===== src/hdl/kernel_pkg.sv =====
package kernel_pkg;

  // host block-RAM port
  localparam int HOST_ADDR_W = 15;
  localparam int HOST_DATA_W = 32;

  localparam int STAGE_WORDS = 8;
  localparam int STAGE_W     = STAGE_WORDS * HOST_DATA_W;

  // AXI master write channel
  localparam int AXI_ADDR_W = 64;
  localparam int AXI_DATA_W = 128;
  localparam int AXI_STRB_W = AXI_DATA_W / 8;
  localparam int AXI_ID_W   = 4;
  localparam int AXI_SIZE_W = 3;
  localparam int AXI_RESP_W = 2;

  localparam int AW_ENTRY_W = AXI_SIZE_W + AXI_ADDR_W; // size, addr
  localparam int W_ENTRY_W  = AXI_STRB_W + AXI_DATA_W; // strb, data
  localparam int B_ENTRY_W  = AXI_ID_W + AXI_RESP_W;   // id, resp

  localparam int FIFO_LOG2_DEPTH = 9; // 512 entries

  localparam logic [AXI_ID_W-1:0] WRITE_ID   = 4'd1;
  localparam logic [1:0]          BURST_INCR = 2'b01;

  // host byte addresses
  typedef enum logic [HOST_ADDR_W-1:0] {
    STAGE_W0    = 15'h000,
    STAGE_W1    = 15'h004,
    STAGE_W2    = 15'h008,
    STAGE_W3    = 15'h00c,
    STAGE_W4    = 15'h010,
    STAGE_W5    = 15'h014,
    STAGE_W6    = 15'h018,
    STAGE_W7    = 15'h01c,
    AW_PUSH     = 15'h020,
    W_PUSH      = 15'h030,
    B_STATUS    = 15'h050,
    B_POP       = 15'h054,
    OCU_RST_CLR = 15'h0c0,
    OCU_RST_SET = 15'h0c4
  } host_op_e;

endpackage


===== src/hdl/stage_buffer.sv =====
`timescale 1ns/100ps

module stage_buffer (
  input  logic                                       clk,
  input  logic                                       rstn,
  input  logic                                       word_we,
  input  logic [$clog2(kernel_pkg::STAGE_WORDS)-1:0] word_sel,
  input  logic [kernel_pkg::HOST_DATA_W-1:0]         word_din,
  input  logic                                       load_b,
  input  logic [kernel_pkg::B_ENTRY_W-1:0]           b_entry,
  output logic [kernel_pkg::STAGE_W-1:0]             stage,
  output logic [kernel_pkg::HOST_DATA_W-1:0]         word_dout
);

  import kernel_pkg::*;

  always_ff @(posedge clk or negedge rstn) begin
    if (!rstn) begin
      stage <= '0;
    end else if (load_b) begin
      stage <= STAGE_W'(b_entry); // whole buffer replaced, upper words cleared
    end else if (word_we) begin
      stage[word_sel*HOST_DATA_W +: HOST_DATA_W] <= word_din;
    end
  end

  // readback follows the selected word
  assign word_dout = stage[word_sel*HOST_DATA_W +: HOST_DATA_W];

endmodule


===== config.mk =====
export PLATFORM = sky130hd
export DESIGN_NAME = stage_buffer
export DESIGN_NICKNAME = d
export VERILOG_FILES = /design/src/hdl/kernel_pkg.sv /design/src/hdl/stage_buffer.sv
export SDC_FILE = /design/constraint.sdc
export NUM_CORES = 1
export LEC_CHECK = 0
export ABC_CLOCK_PERIOD_IN_PS = 3500
export BUFFER_PORTS_ARGS = -buffer_cell sky130_fd_sc_hd__buf_2
export CORE_ASPECT_RATIO = 0.5
export CORE_MARGIN = 3
export CORE_UTILIZATION = 30
export CTS_CLUSTER_SIZE = 8
export DETAILED_ROUTE_END_ITERATION = 8
export HOLD_SLACK_MARGIN = 0.03
export PLACE_DENSITY = 0.58
export SLEW_MARGIN = 20
export SYNTH_ARGS = -nofsm -noshare
export SYNTH_HDL_FRONTEND = slang
export SYNTH_SLANG_ARGS = --single-unit

===== constraint.sdc =====
create_clock -name clk -period 3.5 [get_ports clk]
set_clock_uncertainty 0.15 [all_clocks]
set_input_delay 0.7 -clock clk [delete_from_list [all_inputs] [get_ports clk]]
set_output_delay 0.7 -clock clk [all_outputs]
set_load 0.02 [all_outputs]

# Word-level counts from Yosys, hierarchy flattened
# Cells that the tools add are included.
# W data, S select, Z words.
dict set report classes {
  addsub 1
  n_reduce_logical 1
  shifts 3
  n_mux 3
}
# operator count
set ops {}
lappend ops {{$mux W256} 2}
lappend ops {{$bwmux W256} 1}
lappend ops {{$shift A32 B34 Y256 const A} 1}
lappend ops {{$shiftx A256 B9 Y32} 1}
lappend ops {{$shiftx A32 B34 Y256} 1}
lappend ops {{$neg A8 Y34} 1}
lappend ops {{$reduce_bool A2 Y1} 1}
dict set report totals {
  register_bits 256
  wordCells 9
  in_bits 45
}

# Longest topological paths before layout
dict set report depth {
  ltp_word 5
  ltp_mapped 12
  ltp_nobuf 6
}

# Worst setup path before layout
# OpenSTA, ideal clock, no wires.
dict set report synth_timing {
  path_kind {in2reg}
  startpoint {in word_sel[0] (netlist bit)}
  endpoint {reg stage[34] (netlist bit)}
  arrival_ns 3.138
  path_buffers 6
  cell_stages 12
  setup_slack_ns 0.145
  required_time_ns 3.284
  cell_sequence {buf_6 buf_2 buf_2 inv_1 ha_1 ha_1 buf_2 inv_1 clkbuf_1 nor3_1 clkbuf_1 a22o_1}
}
dict set report synth_via {
  elab_chain_len 5
  elab_cells_between_ends 6
  classes_between {1 x add/sub; 2 x shift; 3 x mux}
}
# item line_no
set synth_lines {}
lappend synth_lines {{start, declared} stage_buffer.sv:7} ;# input logic [$clog2(kernel_pkg::STAGE_WORDS)-1:0] word_sel,
lappend synth_lines {{$neg A8 Y34 *} stage_buffer.sv:23} ;# stage[word_sel*HOST_DATA_W +: HOST_DATA_W] <= word_din;
lappend synth_lines {{$shiftx A32 B34 Y256 or $shift A32 B34 Y256 (tied branches)} stage_buffer.sv:23}
lappend synth_lines {{$bwmux W256 *} stage_buffer.sv:23}
lappend synth_lines {{$mux W256 *} stage_buffer.sv:22} ;# end else if (word_we) begin
lappend synth_lines {{$mux W256 *} stage_buffer.sv:20} ;# end else if (load_b) begin
lappend synth_lines {{end signal, assigned} stage_buffer.sv:21} ;# stage <= STAGE_W'(b_entry);
lappend synth_lines {{end signal, assigned by index} stage_buffer.sv:23}
lappend synth_lines {{end, declared} stage_buffer.sv:11} ;# output logic [kernel_pkg::STAGE_W-1:0] stage,
# Mark *: on every way between the ends. The rest lies on a longest branch, timed or not. The select of a mux whose other input is x is not followed.
# A chain may end at the register's enable or synchronous reset.

# Final worst setup path
dict set report layout_timing {
  startpoint {in word_sel[1] (netlist bit)}
  endpoint {out word_dout[24] (netlist bit)}
}
dict set report layout_via {
  elab_chain_len 1
}
# item line_no
set layout_lines {}
lappend layout_lines {{$shiftx A256 B9 Y32} stage_buffer.sv:28} ;# assign word_dout = stage[word_sel*HOST_DATA_W +: HOST_DATA_W];
lappend layout_lines {{end, declared} stage_buffer.sv:12} ;# output logic [kernel_pkg::HOST_DATA_W-1:0] word_dout
# Every way passes these cells.

==> flow_summary.ini <==
[status]
status = finished clean

[floorplan]
die_y_um = 152.8
rows = 53
floorplan.initialDensity_pct = 30.59
die_w_um = 299.5
die_area_sq_um = 45750
coreArea_sq_um = 42240
io_pins = 333

[clock_network]
h-tree-depth = 2
clkSlewWorstSetupHoldPaths_ns = 0.05
post_cts_resized = 0
cts_num_sinks = 256
ctsRootBufferMaster = clkbuf_16
hold_buffers = 0
clkLatencyLatePin_ns = 0.50
numCtsBuffers = 37
cts_tree = yes
cts_buffer_depth = 3
cts_setup_buffers = 0

[cells_and_area]
largest_register_ffs = 256
utilization_pct = 38.49
syn_to_final_growth_pct = 25.83
nNetsFinal = 1522
fillers = 4136
drive_gt1_share_pct = 33.99
fin_cells = 2051
antenna_cells = 0
largestRegisters = stage: 256 flops
regMostFlops = stage

[routing]
drc_errors = 0
ant_nets = 0
viasPerCell = 5.548
vias = 11380
drt-wirelength-per-cell_um = 24.24
firstDrtPassIters = 5
wl_mm = 49.71
dr.first_iter.drc_count = 986

[power]
leakage_nw = 7.904
intPower_mw = 5.207
p_sw_share_pct = 27.36
power_density_nw_per_um2 = 440.8
power_frac_comb_pct = 12.6
p_switching_mw = 1.961
power_mw = 7.168
ir_worst_vdd_uv = 233.5
pwr-share-clk_pct = 44.2
p_seq_share_pct = 43.2

[synthesis]
synth-warning-count = 0
synth_cell_type_count = 36
ys_seq_area_share_pct = 49.58
async_flop_share_pct = 100.0
ys.flop_type = dfrtp_1
synthCells = 1186
netlist_area_sq_um = 12920
synth_edf_count = 0
synth_nets = 1234
postSynthAreaPerCell_sq_um = 10.89
ys_ff_latch = 256

[worst_setup_path]
critPathRequiredTime_ns = 2.65
cp_max_fo = 68
end_kind = output pin
cpPeakStageDelay_ns = 0.77
cp-start-kind = input pin
cpMaxStageDelayCell = buf_4
crit_chain = buf_4 > buf_4 > mux4_2 > nand2_1 > nand2_1 > buf_2
worstSetupPathType = in -> out
arrival_ns = 2.39

[run]
cap_violations = 0

[global_route]
grt_antenna_before_repair = 0
grt_max_degree = 103
grt_usage_pct = 21.25
grt_overflow = 0
grt_pass1_vias = 11350
grt_pass1_wl_mm = 75.45

[sta]
worst_pin_slew_ns = 1.143
rsz0062_at_grt = no
hold_violations = 0
fin_crit_sh_pct = 92.54
hold_ws_ns = 0.01385
finalSetupTns_ns = 0
post-route-min-period_ns = 3.239
max-slew-margin-rel_pct = 23.63
slew_viol_final = 0
finalSetupViolCount = 0
clock.fmax_mhz = 308.7

[placed_design]
portBuffers = 332
dp.cells = 2012
dpl.hpwl_mm = 33.51
place_congestion = 0.8617

[hold_path]
hold_class = in -> async
[worst paths after layout]
check                      slack (ns)            end        start  depth (start not counted)
hold / removal                   0.01      stage[76]         rstn                          1
setup / recovery                 0.26  word_dout[24]  word_sel[1]                          6
min in group clk                 0.27       stage[5]   b_entry[5]                          2
max in group asynchronous        2.36     stage[154]         rstn                          2
setup reg to reg                 2.44       stage[0]     stage[0]                          3
hold reg to reg                  0.37     stage[166]   stage[166]                          1
[per-layer routing]
| metal | routed length [um] | share of wire, % | vias up | track usage (%) |
|---|---|---|---|---|
| met3 | 2834 | 5.7 | 102 | 3.673 |
| met5 | 0 | 0 | - | 0 |
| met1 | 19400 | 39 | 5862 | 26.57 |
| met4 | 1861 | 3.7 | 0 | 8.860 |
| li1 | - | - | 4960 | - |
| met2 | 25610 | 52 | 454 | 36.49 |
[final cells by class]
class | count | area (sq um) | share of cell area (%)
Inverter | 5 | 18.77 | 0.1154
Clock buffer | 38 | 950.9 | 5.848
Timing Repair Buffer | 381 | 2126 | 13.07
Clock inverter | 1 | 16.27 | 0.1000
Tap cell | 577 | 721.9 | 4.440
Multi-Input combinational cell | 793 | 6020 | 37.02
Sequential cell | 256 | 6406 | 39.40
[synth_stat cells (3+ instances only)]
master	n	area, sq um
a221o_1	6	60.06
a22o_1	64	560.5
o21ai_0	87	435.4
nand4_1	58	362.9
a21oi_1	130	650.6
inv_1	5	18.77
clkbuf_1	97	364.1
mux4_2	64	1441
nand3_1	64	320.3
buf_1	15	56.30
dfrtp_1	256	6406
o31ai_1	32	240.2
buf_6	5	56.30
o21ai_1	3	15.01
nand2_1	97	364.1
nand2b_1	102	638.1
ha_1	3	37.54
mux2i_1	64	640.6
buf_2	14	70.07
[worst max-delay path, delay by kind of cell]
family	cells	cell delay, ns
AND/OR/NAND/NOR	2	0.19
buffers and inverters	3	1.01
multiplexers	1	0.42
[through the flow]
| step | instance area [sq um] | setup slack (ns) |
|---|---|---|
| 6_report | 16260 | 0.2610 |
| 5_1_grt | 16260 | 0.1840 |
| 4_1_cts | 16260 | 0.2640 |
| 3_5_place_dp | 15290 | 0.2604 |
| 3_3_place_gp | 15290 | 0.2872 |
| 2_1_floorplan | 12920 | 0.1455 |
[power by group through the flow]
stage	Clock, mW	Combinational (mW)	Sequential [mW]
6_report	3.17	0.902	3.10
5_1_grt	3.33	0.963	3.10
2_1_floorplan	0	0.415	3.20
3_3_place_gp	0	0.894	3.14
4_1_cts	3.21	0.901	3.10
3_5_place_dp	0	0.899	3.14
[cell families (layout without fill, tap and decap cells)]
family / Yosys count / after routing / synth area share (%)
compound gates: 322 / 322 / 15.18
fa+ha+maj: 3 / 3 / 0.2905
buf+inv: 137 / 425 / 4.435
flops: 256 / 256 / 49.58
mux: 128 / 128 / 16.11
simple gates: 340 / 340 / 14.40
[cells in the final DEF, fill, tap and decap left out, drive strengths merged, types with 2 or more instances in the layout]
cell and count:
a21oi 130, a221o 6, a22o 64, buf 381, clkbuf 38, dfrtp 256
ha 3, inv 5, mux2i 64, mux4 64, nand2 97, nand2b 102
nand3 64, nand4 58, nor2 2, nor3 2, nor4 2, o21ai 90
o31ai 32, or2 2
Power figures use the tool's default switching activity.
