`src/hdl/kernel_pkg.sv`:
```
package kernel_pkg;

  // host block-RAM port
  localparam int HOST_ADDR_W = 15;
  localparam int HOST_DATA_W = 32;

  localparam int STAGE_WORDS = 8;
  localparam int STAGE_W     = STAGE_WORDS * HOST_DATA_W;

  // AXI master write channel
  localparam int AXI_ADDR_W = 64;
  localparam int AXI_DATA_W = 128;
  localparam int AXI_STRB_W = AXI_DATA_W / 8;
  localparam int AXI_ID_W   = 4;
  localparam int AXI_SIZE_W = 3;
  localparam int AXI_RESP_W = 2;

  localparam int AW_ENTRY_W = AXI_SIZE_W + AXI_ADDR_W; // size, addr
  localparam int W_ENTRY_W  = AXI_STRB_W + AXI_DATA_W; // strb, data
  localparam int B_ENTRY_W  = AXI_ID_W + AXI_RESP_W;   // id, resp

  localparam int FIFO_LOG2_DEPTH = 9; // 512 entries

  localparam logic [AXI_ID_W-1:0] WRITE_ID   = 4'd1;
  localparam logic [1:0]          BURST_INCR = 2'b01;

  // host byte addresses
  typedef enum logic [HOST_ADDR_W-1:0] {
    STAGE_W0    = 15'h000,
    STAGE_W1    = 15'h004,
    STAGE_W2    = 15'h008,
    STAGE_W3    = 15'h00c,
    STAGE_W4    = 15'h010,
    STAGE_W5    = 15'h014,
    STAGE_W6    = 15'h018,
    STAGE_W7    = 15'h01c,
    AW_PUSH     = 15'h020,
    W_PUSH      = 15'h030,
    B_STATUS    = 15'h050,
    B_POP       = 15'h054,
    OCU_RST_CLR = 15'h0c0,
    OCU_RST_SET = 15'h0c4
  } host_op_e;

endpackage

```
`src/hdl/host_ctrl.sv`:
```
`timescale 1ns/100ps

module host_ctrl (
  input  logic                                       clk,
  input  logic                                       rstn,
  input  logic [kernel_pkg::HOST_ADDR_W-1:0]         host_addr,
  input  logic                                       host_en,
  input  logic [kernel_pkg::HOST_DATA_W/8-1:0]       host_we,
  input  logic [kernel_pkg::HOST_DATA_W-1:0]         host_din,
  output logic [kernel_pkg::HOST_DATA_W-1:0]         host_dout,
  output logic                                       word_we,
  output logic [$clog2(kernel_pkg::STAGE_WORDS)-1:0] word_sel,
  output logic                                       load_b,
  input  logic [kernel_pkg::HOST_DATA_W-1:0]         word_dout,
  output logic                                       aw_push,
  output logic                                       w_push,
  output logic                                       b_pop,
  input  logic                                       b_valid,
  output logic                                       ocu_rstn
);

  import kernel_pkg::*;

  localparam int SEL_W = $clog2(STAGE_WORDS);

  logic host_wr;
  logic ocu_req;
  logic is_stage;

  assign host_wr = host_en && (host_we != '0);

  // word index from the byte address
  assign word_sel = host_addr[SEL_W+1:2];

  always_comb begin
    case (host_addr)
      STAGE_W0, STAGE_W1, STAGE_W2, STAGE_W3,
      STAGE_W4, STAGE_W5, STAGE_W6, STAGE_W7: is_stage = 1'b1;
      default:                                is_stage = 1'b0;
    endcase
  end

  // the word write itself takes host_din at the strobe edge
  always_ff @(posedge clk or negedge rstn) begin
    if (!rstn) begin
      word_we <= 1'b0;
      aw_push <= 1'b0;
      w_push  <= 1'b0;
      b_pop   <= 1'b0;
      ocu_req <= 1'b1;
    end else begin
      word_we <= host_wr && is_stage;
      aw_push <= host_wr && (host_addr == AW_PUSH);
      w_push  <= host_wr && (host_addr == W_PUSH);
      b_pop   <= host_wr && (host_addr == B_POP);
      if (host_wr && (host_addr == OCU_RST_CLR)) ocu_req <= 1'b0;
      if (host_wr && (host_addr == OCU_RST_SET)) ocu_req <= 1'b1;
    end
  end

  assign load_b = b_pop; // buffer takes the head as it leaves

  always_ff @(posedge clk or negedge rstn) begin
    if (!rstn) begin
      host_dout <= '0;
    end else if (!host_wr) begin
      if (is_stage) begin
        host_dout <= word_dout;
      end else if (host_addr == B_STATUS) begin
        host_dout <= {{(HOST_DATA_W-1){1'b0}}, b_valid};
      end
    end
  end

  // one cycle behind the request
  always_ff @(posedge clk or negedge rstn) begin
    if (!rstn) begin
      ocu_rstn <= 1'b0;
    end else begin
      ocu_rstn <= ocu_req;
    end
  end

endmodule

```
`config.mk`:
```
export PLATFORM = sky130hd
export DESIGN_NAME = host_ctrl
export DESIGN_NICKNAME = d
export VERILOG_FILES = /design/src/hdl/kernel_pkg.sv /design/src/hdl/host_ctrl.sv
export SDC_FILE = /design/constraint.sdc
export NUM_CORES = 1
export LEC_CHECK = 0
export BUFFER_PORTS_ARGS = -buffer_cell sky130_fd_sc_hd__buf_4
export CAP_MARGIN = 10
export CORE_MARGIN = 2
export CORE_UTILIZATION = 30
export CTS_CLUSTER_DIAMETER = 200
export DETAILED_ROUTE_END_ITERATION = 10
export GPL_TIMING_DRIVEN = 0
export PLACE_DENSITY = 0.73
export SLEW_MARGIN = 20
export SYNTH_ARGS = -nofsm -noshare
export SYNTH_HDL_FRONTEND = slang
export SYNTH_SLANG_ARGS = --single-unit
export TNS_END_PERCENT = 20
```
`constraint.sdc`:
```
create_clock -name clk -period 1.5 [get_ports clk]
set_input_delay 0.075 -clock clk [delete_from_list [all_inputs] [get_ports clk]]
set_output_delay 0.075 -clock clk [all_outputs]
set_load 0.01 [all_outputs]
```
Word level (Yosys, flattened, before mapping)
Memories as Yosys holds them, arrays and structs flattened.
Index checks and enable logic that the tools add are counted.
Word-level totals
  input port bits: 87
  output and inout port bits: 41
  memory bits (read-only): 32
  flip-flop bits (word level): 38
  logic and storage cells: 32
  memories: 1
Operators by class
  mux-type cells: 5
  reductions and logical operators: 12
  bitwise logic cells: 1
  eq/ne operators: 6
Memories
  (no name shown): words 32, width 1, rd ports 1, clocked after Yosys merged registers in 0, write ports 0, line host_ctrl.sv:36  | case (host_addr)
Operators with widths (count)
  $mux 32: 2
  $eq 15x6->1 const B: 2
  $eq 15x7->1 const B: 2
  $eq 15x8->1 const B: 2
  $logic_not 10->1: 1
  $logic_and 1x1->1: 7
  $reduce_bool 2->1: 2
  $reduce_bool 4->1: 1
  $mux 1: 3
  $reduce_and 2->1: 1
  $not 1->1: 1

Longest topological paths before layout
Gate-level depths: netlist of run 1.
  word-level depth: 5
  depth in mapped cells: 5
  gate-level depth less buffers: 4

Least setup slack after synthesis of run 1
OpenSTA, ideal clock, no wires.
  kind: input -> register
  from: input host_addr[5] (netlist bit)
  to: register host_dout[0] (netlist bit)
  buffers on the path: 0
  arrival: 1.321 ns
  slack: 0.054 ns
  required time: 1.375 ns
  stages on the path: 4
  setup time: 0.125 ns
  cells stage by stage: or4_4 nor2_1 mux2_2 mux2_2
On the way
  word-level cells in the longest chain between the ends: 4
  elaborated cells between the ends (all ways): 6
  classes of those cells: eq/ne: 1; mux: 2; reduce/logical: 3
Ends and longest elaborated chain
  from (decl): line host_ctrl.sv:6  | input logic [kernel_pkg::HOST_ADDR_W-1:0] host_addr,
  $logic_not 10->1: line host_ctrl.sv:36
  $mux 1: line host_ctrl.sv:36
  $reduce_bool 2->1 (no source line)
  $reduce_and 2->1 (no source line)
  to (signal assigned): line host_ctrl.sv:68  | host_dout <= word_dout;
  to (signal assigned): line host_ctrl.sv:70  | host_dout <= {{(HOST_DATA_W-1){1'b0}}, b_valid};
  to (decl): line host_ctrl.sv:10  | output logic [kernel_pkg::HOST_DATA_W-1:0] host_dout,
Several ways; a longest one is shown, not always the timed one.
A chain may end at the register's enable or synchronous reset.

Worst setup path after layout of run 1
  from: input host_addr[5] (netlist bit)
  to: register host_dout[21] (netlist bit)
Same word-level chain as after synthesis.

==> flow_summary_export.csv, run 1 <==
group,metric,value,unit
synth,synth_area_leader_cell,"dfrtp_1",
timing,finalMaxSlewViolations,0,
setup_path,r2r_end,"host_dout[0]$_DFFE_PN0P_",
final_layout,nNetsFinal,361,
final_layout,layout_commonest_cell,"buf_4",
synth,synth_fa_ha_area_share,0,%
clocking,cts_buffers,5,
floorplanning,start_util,30.8,%
flow_run,maxCapViolCount,0,
floorplanning,die_w,81.5,um
worst_hold_path,hp-class,"input port to register",
clocking,htree_levels,2,
floorplanning,fp.coreArea,5850,um^2
grt,grt_pass1_wl,6.58,mm
floorplanning,ios,128,
power_and_ir_drop,ir_worst_vdd,272,uV
final_layout,fin_area,2710,um^2
setup_path,crit_end,"host_dout[21]$_DFFE_PN0P_",
setup_path,regToRegStartpoint,"host_dout[0]$_DFFE_PN0P_",
grt,antenna_found_initial,0,
clocking,cts.sinks,38,
clocking,clk_latency,0.27,ns
timing,fin_crit,1.42,ns
placed_design,dp_hpwl,3.13,mm
detailed_routing,dr.pass1.iters,4,
setup_path,worst-setup-path-type,"input port to register",
timing,skew,0.0000210,ns
timing,relSlewSlack,58.4,%
detailed_routing,vias_per_cell,4.29,
detailed_routing,detail_route.iter0.violations,26,
grt,grt_pass1_vias,1507,
synth,synth_top_area_share,51.4,%
synth,synthDistinctLibCells,21,
setup_path,end_kind,"register",
timing,finalSetupTns,0,ns
synth,synth_xor_area_share,0,%
synth,syn-mean-instance-area,10.6,um^2
detailed_routing,drcViolationCount,0,
timing,hold_viol_final,0,
final_layout,drive_gt1_share,44.9,%
clocking,clock_path_buffers,2,
final_layout,fillers,573,
setup_path,critPathArrivalTime,1.62,ns
timing,setup_violations,0,
setup_path,startpoint_type,"input port",
detailed_routing,num_vias,1497,
grt,grt_use_met3,4.51,%
power_and_ir_drop,leakage,1.61,nW
clocking,clock-root-buffer,"clkbuf_8",
setup_path,rrSetupSlack,0.75,ns
detailed_routing,wl,4.04,mm
detailed_routing,ant_nets,0,
synth,syn_inst,170,
synth,synthMuxAreaShare,19.1,%
synth,syn_nets,257,
final_layout,antenna_cells,0,
final_layout,final_cell_mix,"buf_4 (101), dfrtp_1 (37), inv_1 (32), nand2_1 (32), mux2i_1 (31)",
timing,finalCritPeriodShare,94.8,%
final_layout,utilization,46.3,%
synth,synth-seq-cells,38,
timing,rsz0062_at_grt,"no",
setup_path,required,1.70,ns
placed_design,postPlaceCellArea,2610,um^2
outcome,outcome,"completed",
grt,top_usage_layer,"met2",
synth,yosysWarnings,0,
final_layout,area_growth_syn_to_layout,50.3,%
grt,met2_usage,22.7,%
grt,track_usage,12.9,%
clocking,clk_pin_slew,0.07,ns
setup_path,path_max_fanout,10,
floorplanning,rows,28,
power_and_ir_drop,power_density,693,nW/um^2
placed_design,io_buffers,95,
grt,overflow,0,
detailed_routing,wl_per_cell,11.6,um
grt,grt_max_degree,39,
placed_design,gp_congestion,0.708,
synth,ys_seq_area_share,52.8,%
synth,synth_compound_area_share,1.32,%
worst_hold_path,worstHoldStart,"word_dout[5]",
setup_path,rr_worst_depth,1,
grt,use_met1,14.5,%
clocking,cts_tree,"yes",
setup_path,crit_path_start,"host_addr[5]",
power_and_ir_drop,finalPower,0.00188,W
timing,worstMarginPinSlew,0.617,ns
floorplanning,dieArea,6640,um^2
synth,synth_top_family_by_area,"multiplexers",
synth,synthesis.area,1800,um^2
synth,synth.area.top_cells,"dfrtp_1 (51%), mux2i_1 (17%), inv_1 (6.7%)",
timing,fmax,703,MHz
floorplanning,dieHeight,81.5,um
synth,yosys.area_share.simple,15.7,%
==> cell usage after synthesis <==
cell,count
buf_2,3
buf_4,4
buf_6,3
dfrtp_1,37
dfstp_2,1
inv_1,32
mux2_2,3
mux2i_1,31
nand2_1,32
nand3_1,3
nand3_4,1
nand3b_1,2
nor2_1,8
nor2b_1,1
nor3_4,1
nor4_1,2
nor4_4,1
o31ai_1,1
o41ai_2,1
or3_1,1
or4_4,2
==> registers in the layout, indices dropped and copies added (netlist names) <==
name	cells
aw_push	1
b_pop	1
host_dout	32
ocu_req	1
ocu_rstn	1
w_push	1
word_we	1
==> critical path: stages <==
cell	delay (ns)
buf_4	0.12
or4_4	0.57
nor4_4	0.21
buf_4	0.17
buf_2	0.21
nand2_1	0.09
mux2i_1	0.15
==> worst min-delay path by stage <==
stage                                      endpoint  slack [ns]  cells after the start
after global placement              b_pop$_DFF_PN0_        0.08                      1
after global routing      host_dout[30]$_DFFE_PN0P_        0.03                      3
final                      host_dout[5]$_DFFE_PN0P_        0.03                      3
after detailed placement  host_dout[27]$_DFFE_PN0P_        0.08                      1
after CTS                  host_dout[5]$_DFFE_PN0P_        0.02                      3
after floorplan                   aw_push$_DFF_PN0_       -0.22                      0
==> power by group <==
group,switching [W],internal (W)
Sequential,0.00000434,0.00103
Clock,0.000328,0.000312
Combinational,0.0000763,0.000124
Total,0.000409,0.00147
==> timing repair <==
action / CTS / global route
pin swaps: 0 / 1
endpoints found under the setup margin: 1 / 20
setup buffers: 0 / 1
hold buffers: 1 / 0
resized for setup: 1 / 0
hold endpoints to repair: 37 / 0
==> cells by family after synthesis <==
logic type      Yosys count
mux                      34
compound gates            2
buf+inv                  42
simple gates             54
flops                    38
==> area by class of cell <==
class | count | area [um^2] | area share (%)
clock inverters | 2 | 10.0 | 0.370
clock buffers | 5 | 68.8 | 2.54
flip-flops and latches | 38 | 952 | 35.2
repair buffers | 97 | 731 | 27.0
plain buffers | 10 | 81.3 | 3.00
multi-input cells | 90 | 651 | 24.0
well taps | 75 | 93.8 | 3.47
inverters | 32 | 120 | 4.44
==> through the flow <==
stage	cells	setup slack (ns)	hold WS, ns
floorplan	170	0.0543	-0.221
global placement	340	-0.247	0.0798
detailed placement	340	-0.315	0.0848
CTS	348	0.0248	0.0188
global route	349	0.00344	0.0269
finish	349	0.0781	0.0323
==> metal layers <==
layer | wire (um) | vias up
li1 | - | 740
met5 | 0 | -
met1 | 1610 | 698
met3 | 347 | 2
met2 | 2060 | 57
met4 | 20 | 0
(Power assumes the default switching activity.)
==> inputs of run 2 (changes only) <==
--- a/config.mk
+++ b/config.mk
@@ -12,7 +12,7 @@
 export CTS_CLUSTER_DIAMETER = 200
 export DETAILED_ROUTE_END_ITERATION = 10
 export GPL_TIMING_DRIVEN = 0
-export PLACE_DENSITY = 0.73
+export PLACE_DENSITY = 0.75
 export SLEW_MARGIN = 20
 export SYNTH_ARGS = -nofsm -noshare
 export SYNTH_HDL_FRONTEND = slang
==> constraint.sdc (replaced) <==
create_clock -name clk -period 1.2 [get_ports clk]
set_input_delay 0.06 -clock clk [delete_from_list [all_inputs] [get_ports clk]]
set_output_delay 0.06 -clock clk [all_outputs]
set_load 0.01 [all_outputs]
==> flow_summary_export.csv, run 2 (synthesis gave the netlist of run 1 again) <==
group,metric,value,unit
worst_hold_path,worstHoldStart,"host_addr[5]",
clocking,cts.sinks,38,
placed_design,preCtsSetupSlack,-0.551,ns
power_and_ir_drop,p_int,0.00186,W
final_layout,drive_gt1_share,44.7,%
setup_path,startpoint_type,"input port",
timing,skew,0.0000983,ns
worst_hold_path,hp-class,"input port to register",
floorplanning,die_w,81.5,um
timing,relSlewSlack,59.9,%
final_layout,antenna_cells,0,
floorplanning,start_util,30.8,%
detailed_routing,vias_per_cell,4.35,
detailed_routing,dr.pass1.iters,4,
setup_path,worst-setup-path-type,"input port to register",
power_and_ir_drop,pwr-share-comb,10.7,%
timing,finalCritPeriodShare,108,%
detailed_routing,drcViolationCount,0,
power_and_ir_drop,power_density,864,nW/um^2
grt,antenna_found_initial,0,
clocking,clk_pin_slew,0.07,ns
grt,overflow,0,
setup_path,critPathArrivalTime,1.49,ns
detailed_routing,ant_nets,0,
detailed_routing,wl_per_cell,12.0,um
timing,fin_crit,1.30,ns
grt,track_usage,13.7,%
timing,fmax,772,MHz
setup_path,cp_top_family,"simple AND/OR/NAND/NOR gates",
setup_path,critPathMaxStageDelay,0.57,ns
timing,fin_ws,-0.0958,ns
setup_path,regToRegStartpoint,"host_dout[0]$_DFFE_PN0P_",
grt,grt_max_degree,39,
setup_path,crit_path_start,"host_addr[12]",
timing,rsz0062_at_grt,"yes",
final_layout,largest_register,"host_dout",
floorplanning,dieArea,6640,um^2
detailed_routing,num_vias,1522,
detailed_routing,detail_route.iter0.violations,36,
setup_path,worst-path-buf-inv,2,
detailed_routing,wl,4.19,mm
clocking,clock-root-buffer,"clkbuf_8",
outcome,violations,"negative setup slack",
final_layout,layout_commonest_cell,"buf_4",
final_layout,fin_area,2750,um^2
power_and_ir_drop,power_switching,0.000510,W
floorplanning,fp.coreArea,5850,um^2
setup_path,end_kind,"register",
placed_design,io_buffers,95,
floorplanning,ios,128,
placed_design,gp_congestion,0.761,
clocking,cts_buffers,5,
power_and_ir_drop,pwr-share-seq,54.7,%
power_and_ir_drop,ir_worst_vdd,456,uV
clocking,cts_tree,"yes",
final_layout,utilization,46.9,%
setup_path,path_max_fanout,10,
flow_run,maxCapViolCount,0,
placed_design,dp_hpwl,3.19,mm
floorplanning,rows,28,
final_layout,area_growth_syn_to_layout,52.4,%
setup_path,required,1.40,ns
floorplanning,dieHeight,81.5,um
grt,grt_pass1_wl,6.88,mm
final_layout,fillers,600,
final_layout,nNetsFinal,361,
timing,setup_violations,31,
setup_path,crit_path_cell_trace,"buf_4 > or4_4 > nor3_4 > nand3_4 > buf_8 > mux2i_1",
clocking,clock_path_buffers,2,
power_and_ir_drop,leakage,1.62,nW
timing,worstMarginPinSlew,0.595,ns
final_layout,final_cell_mix,"buf_4 (98), dfrtp_1 (37), inv_1 (32)",
final_layout,largest_reg_flops,32,
clocking,clk_latency,0.28,ns
clocking,htree_levels,2,
outcome,outcome,"complete, but fails checks",
timing,hold_viol_final,0,
setup_path,cpMaxStageDelayCell,"or4_4",
placed_design,postPlaceCellArea,2610,um^2
power_and_ir_drop,switching_share,21.5,%
timing,finalMaxSlewViolations,0,
power_and_ir_drop,p_clk_share,34.6,%
grt,grt_pass1_vias,1525,
-- run 2: worst paths after layout --
| kind | end | slack, ns | cells after the start |
|---|---|---|---|
| min in group asynchronous | host_dout[25]$_DFFE_PN0P_ | 0.28 | 2 |
| hold reg to reg | ocu_rstn$_DFF_PN0_ | 0.40 | 0 |
| hold / removal | w_push$_DFF_PN0_ | 0.01 | 3 |
| setup / recovery | host_dout[5]$_DFFE_PN0P_ | -0.1 | 6 |
| max in group asynchronous | ocu_req$_DFFE_PN1P_ | 0.57 | 2 |
| setup reg to reg | host_dout[0]$_DFFE_PN0P_ | 0.46 | 1 |
-- run 2: power by group through the flow --
stage          logic [W]  registers [W]  clock network, W
2_1_floorplan  0.0000464        0.00133                 0
3_3_place_gp    0.000250        0.00132                 0
3_5_place_dp    0.000255        0.00132                 0
4_1_cts         0.000259        0.00130          0.000871
5_1_grt         0.000280        0.00130          0.000934
6_report        0.000254        0.00130          0.000820
-- run 2: stage by stage --
| step | total power, W | hold WS [ns] | setup TNS, ns | instances |
|---|---|---|---|---|
| finish | 0.00237 | 0.0128 | -2.51 | 350 |
| global route | 0.00251 | 0.00920 | -3.97 | 350 |
| CTS | 0.00243 | 0.00247 | -2.57 | 350 |
| detailed placement | 0.00158 | 0.0693 | -16.99 | 340 |
| global placement | 0.00157 | 0.0630 | -16.26 | 340 |
| floorplan | 0.00137 | -0.236 | -5.91 | 170 |
-- run 2: layout make-up --
class,count,area (um^2),area share (%)
well taps,75,93.8,3.42
clock buffers,8,80.1,2.92
repair buffers,97,738,26.9
plain buffers,10,105,3.83
inverters,32,120,4.38
flip-flops and latches,38,952,34.7
multi-input cells,90,656,23.9
-- run 2: per-layer routing --
metal	up-vias	routed length [um]	part of all wire (%)	track usage (%)
li1	739	-	-	-
met1	717	1630	39	14.3
met2	61	2210	53	25.8
met3	5	289	6.9	3.52
met4	0	67	1.6	5.59
met5	-	0	0	0
-- run 2: repair_timing --
action | 4_1_cts | 5_1_grt
setup buffers | 1 | 0
pin swaps | 1 | 0
endpoints found under the setup margin | 32 | 32
endpoints found under the hold margin | 37 | 0
hold buffers | 1 | 0
gates resized for setup | 10 | 2
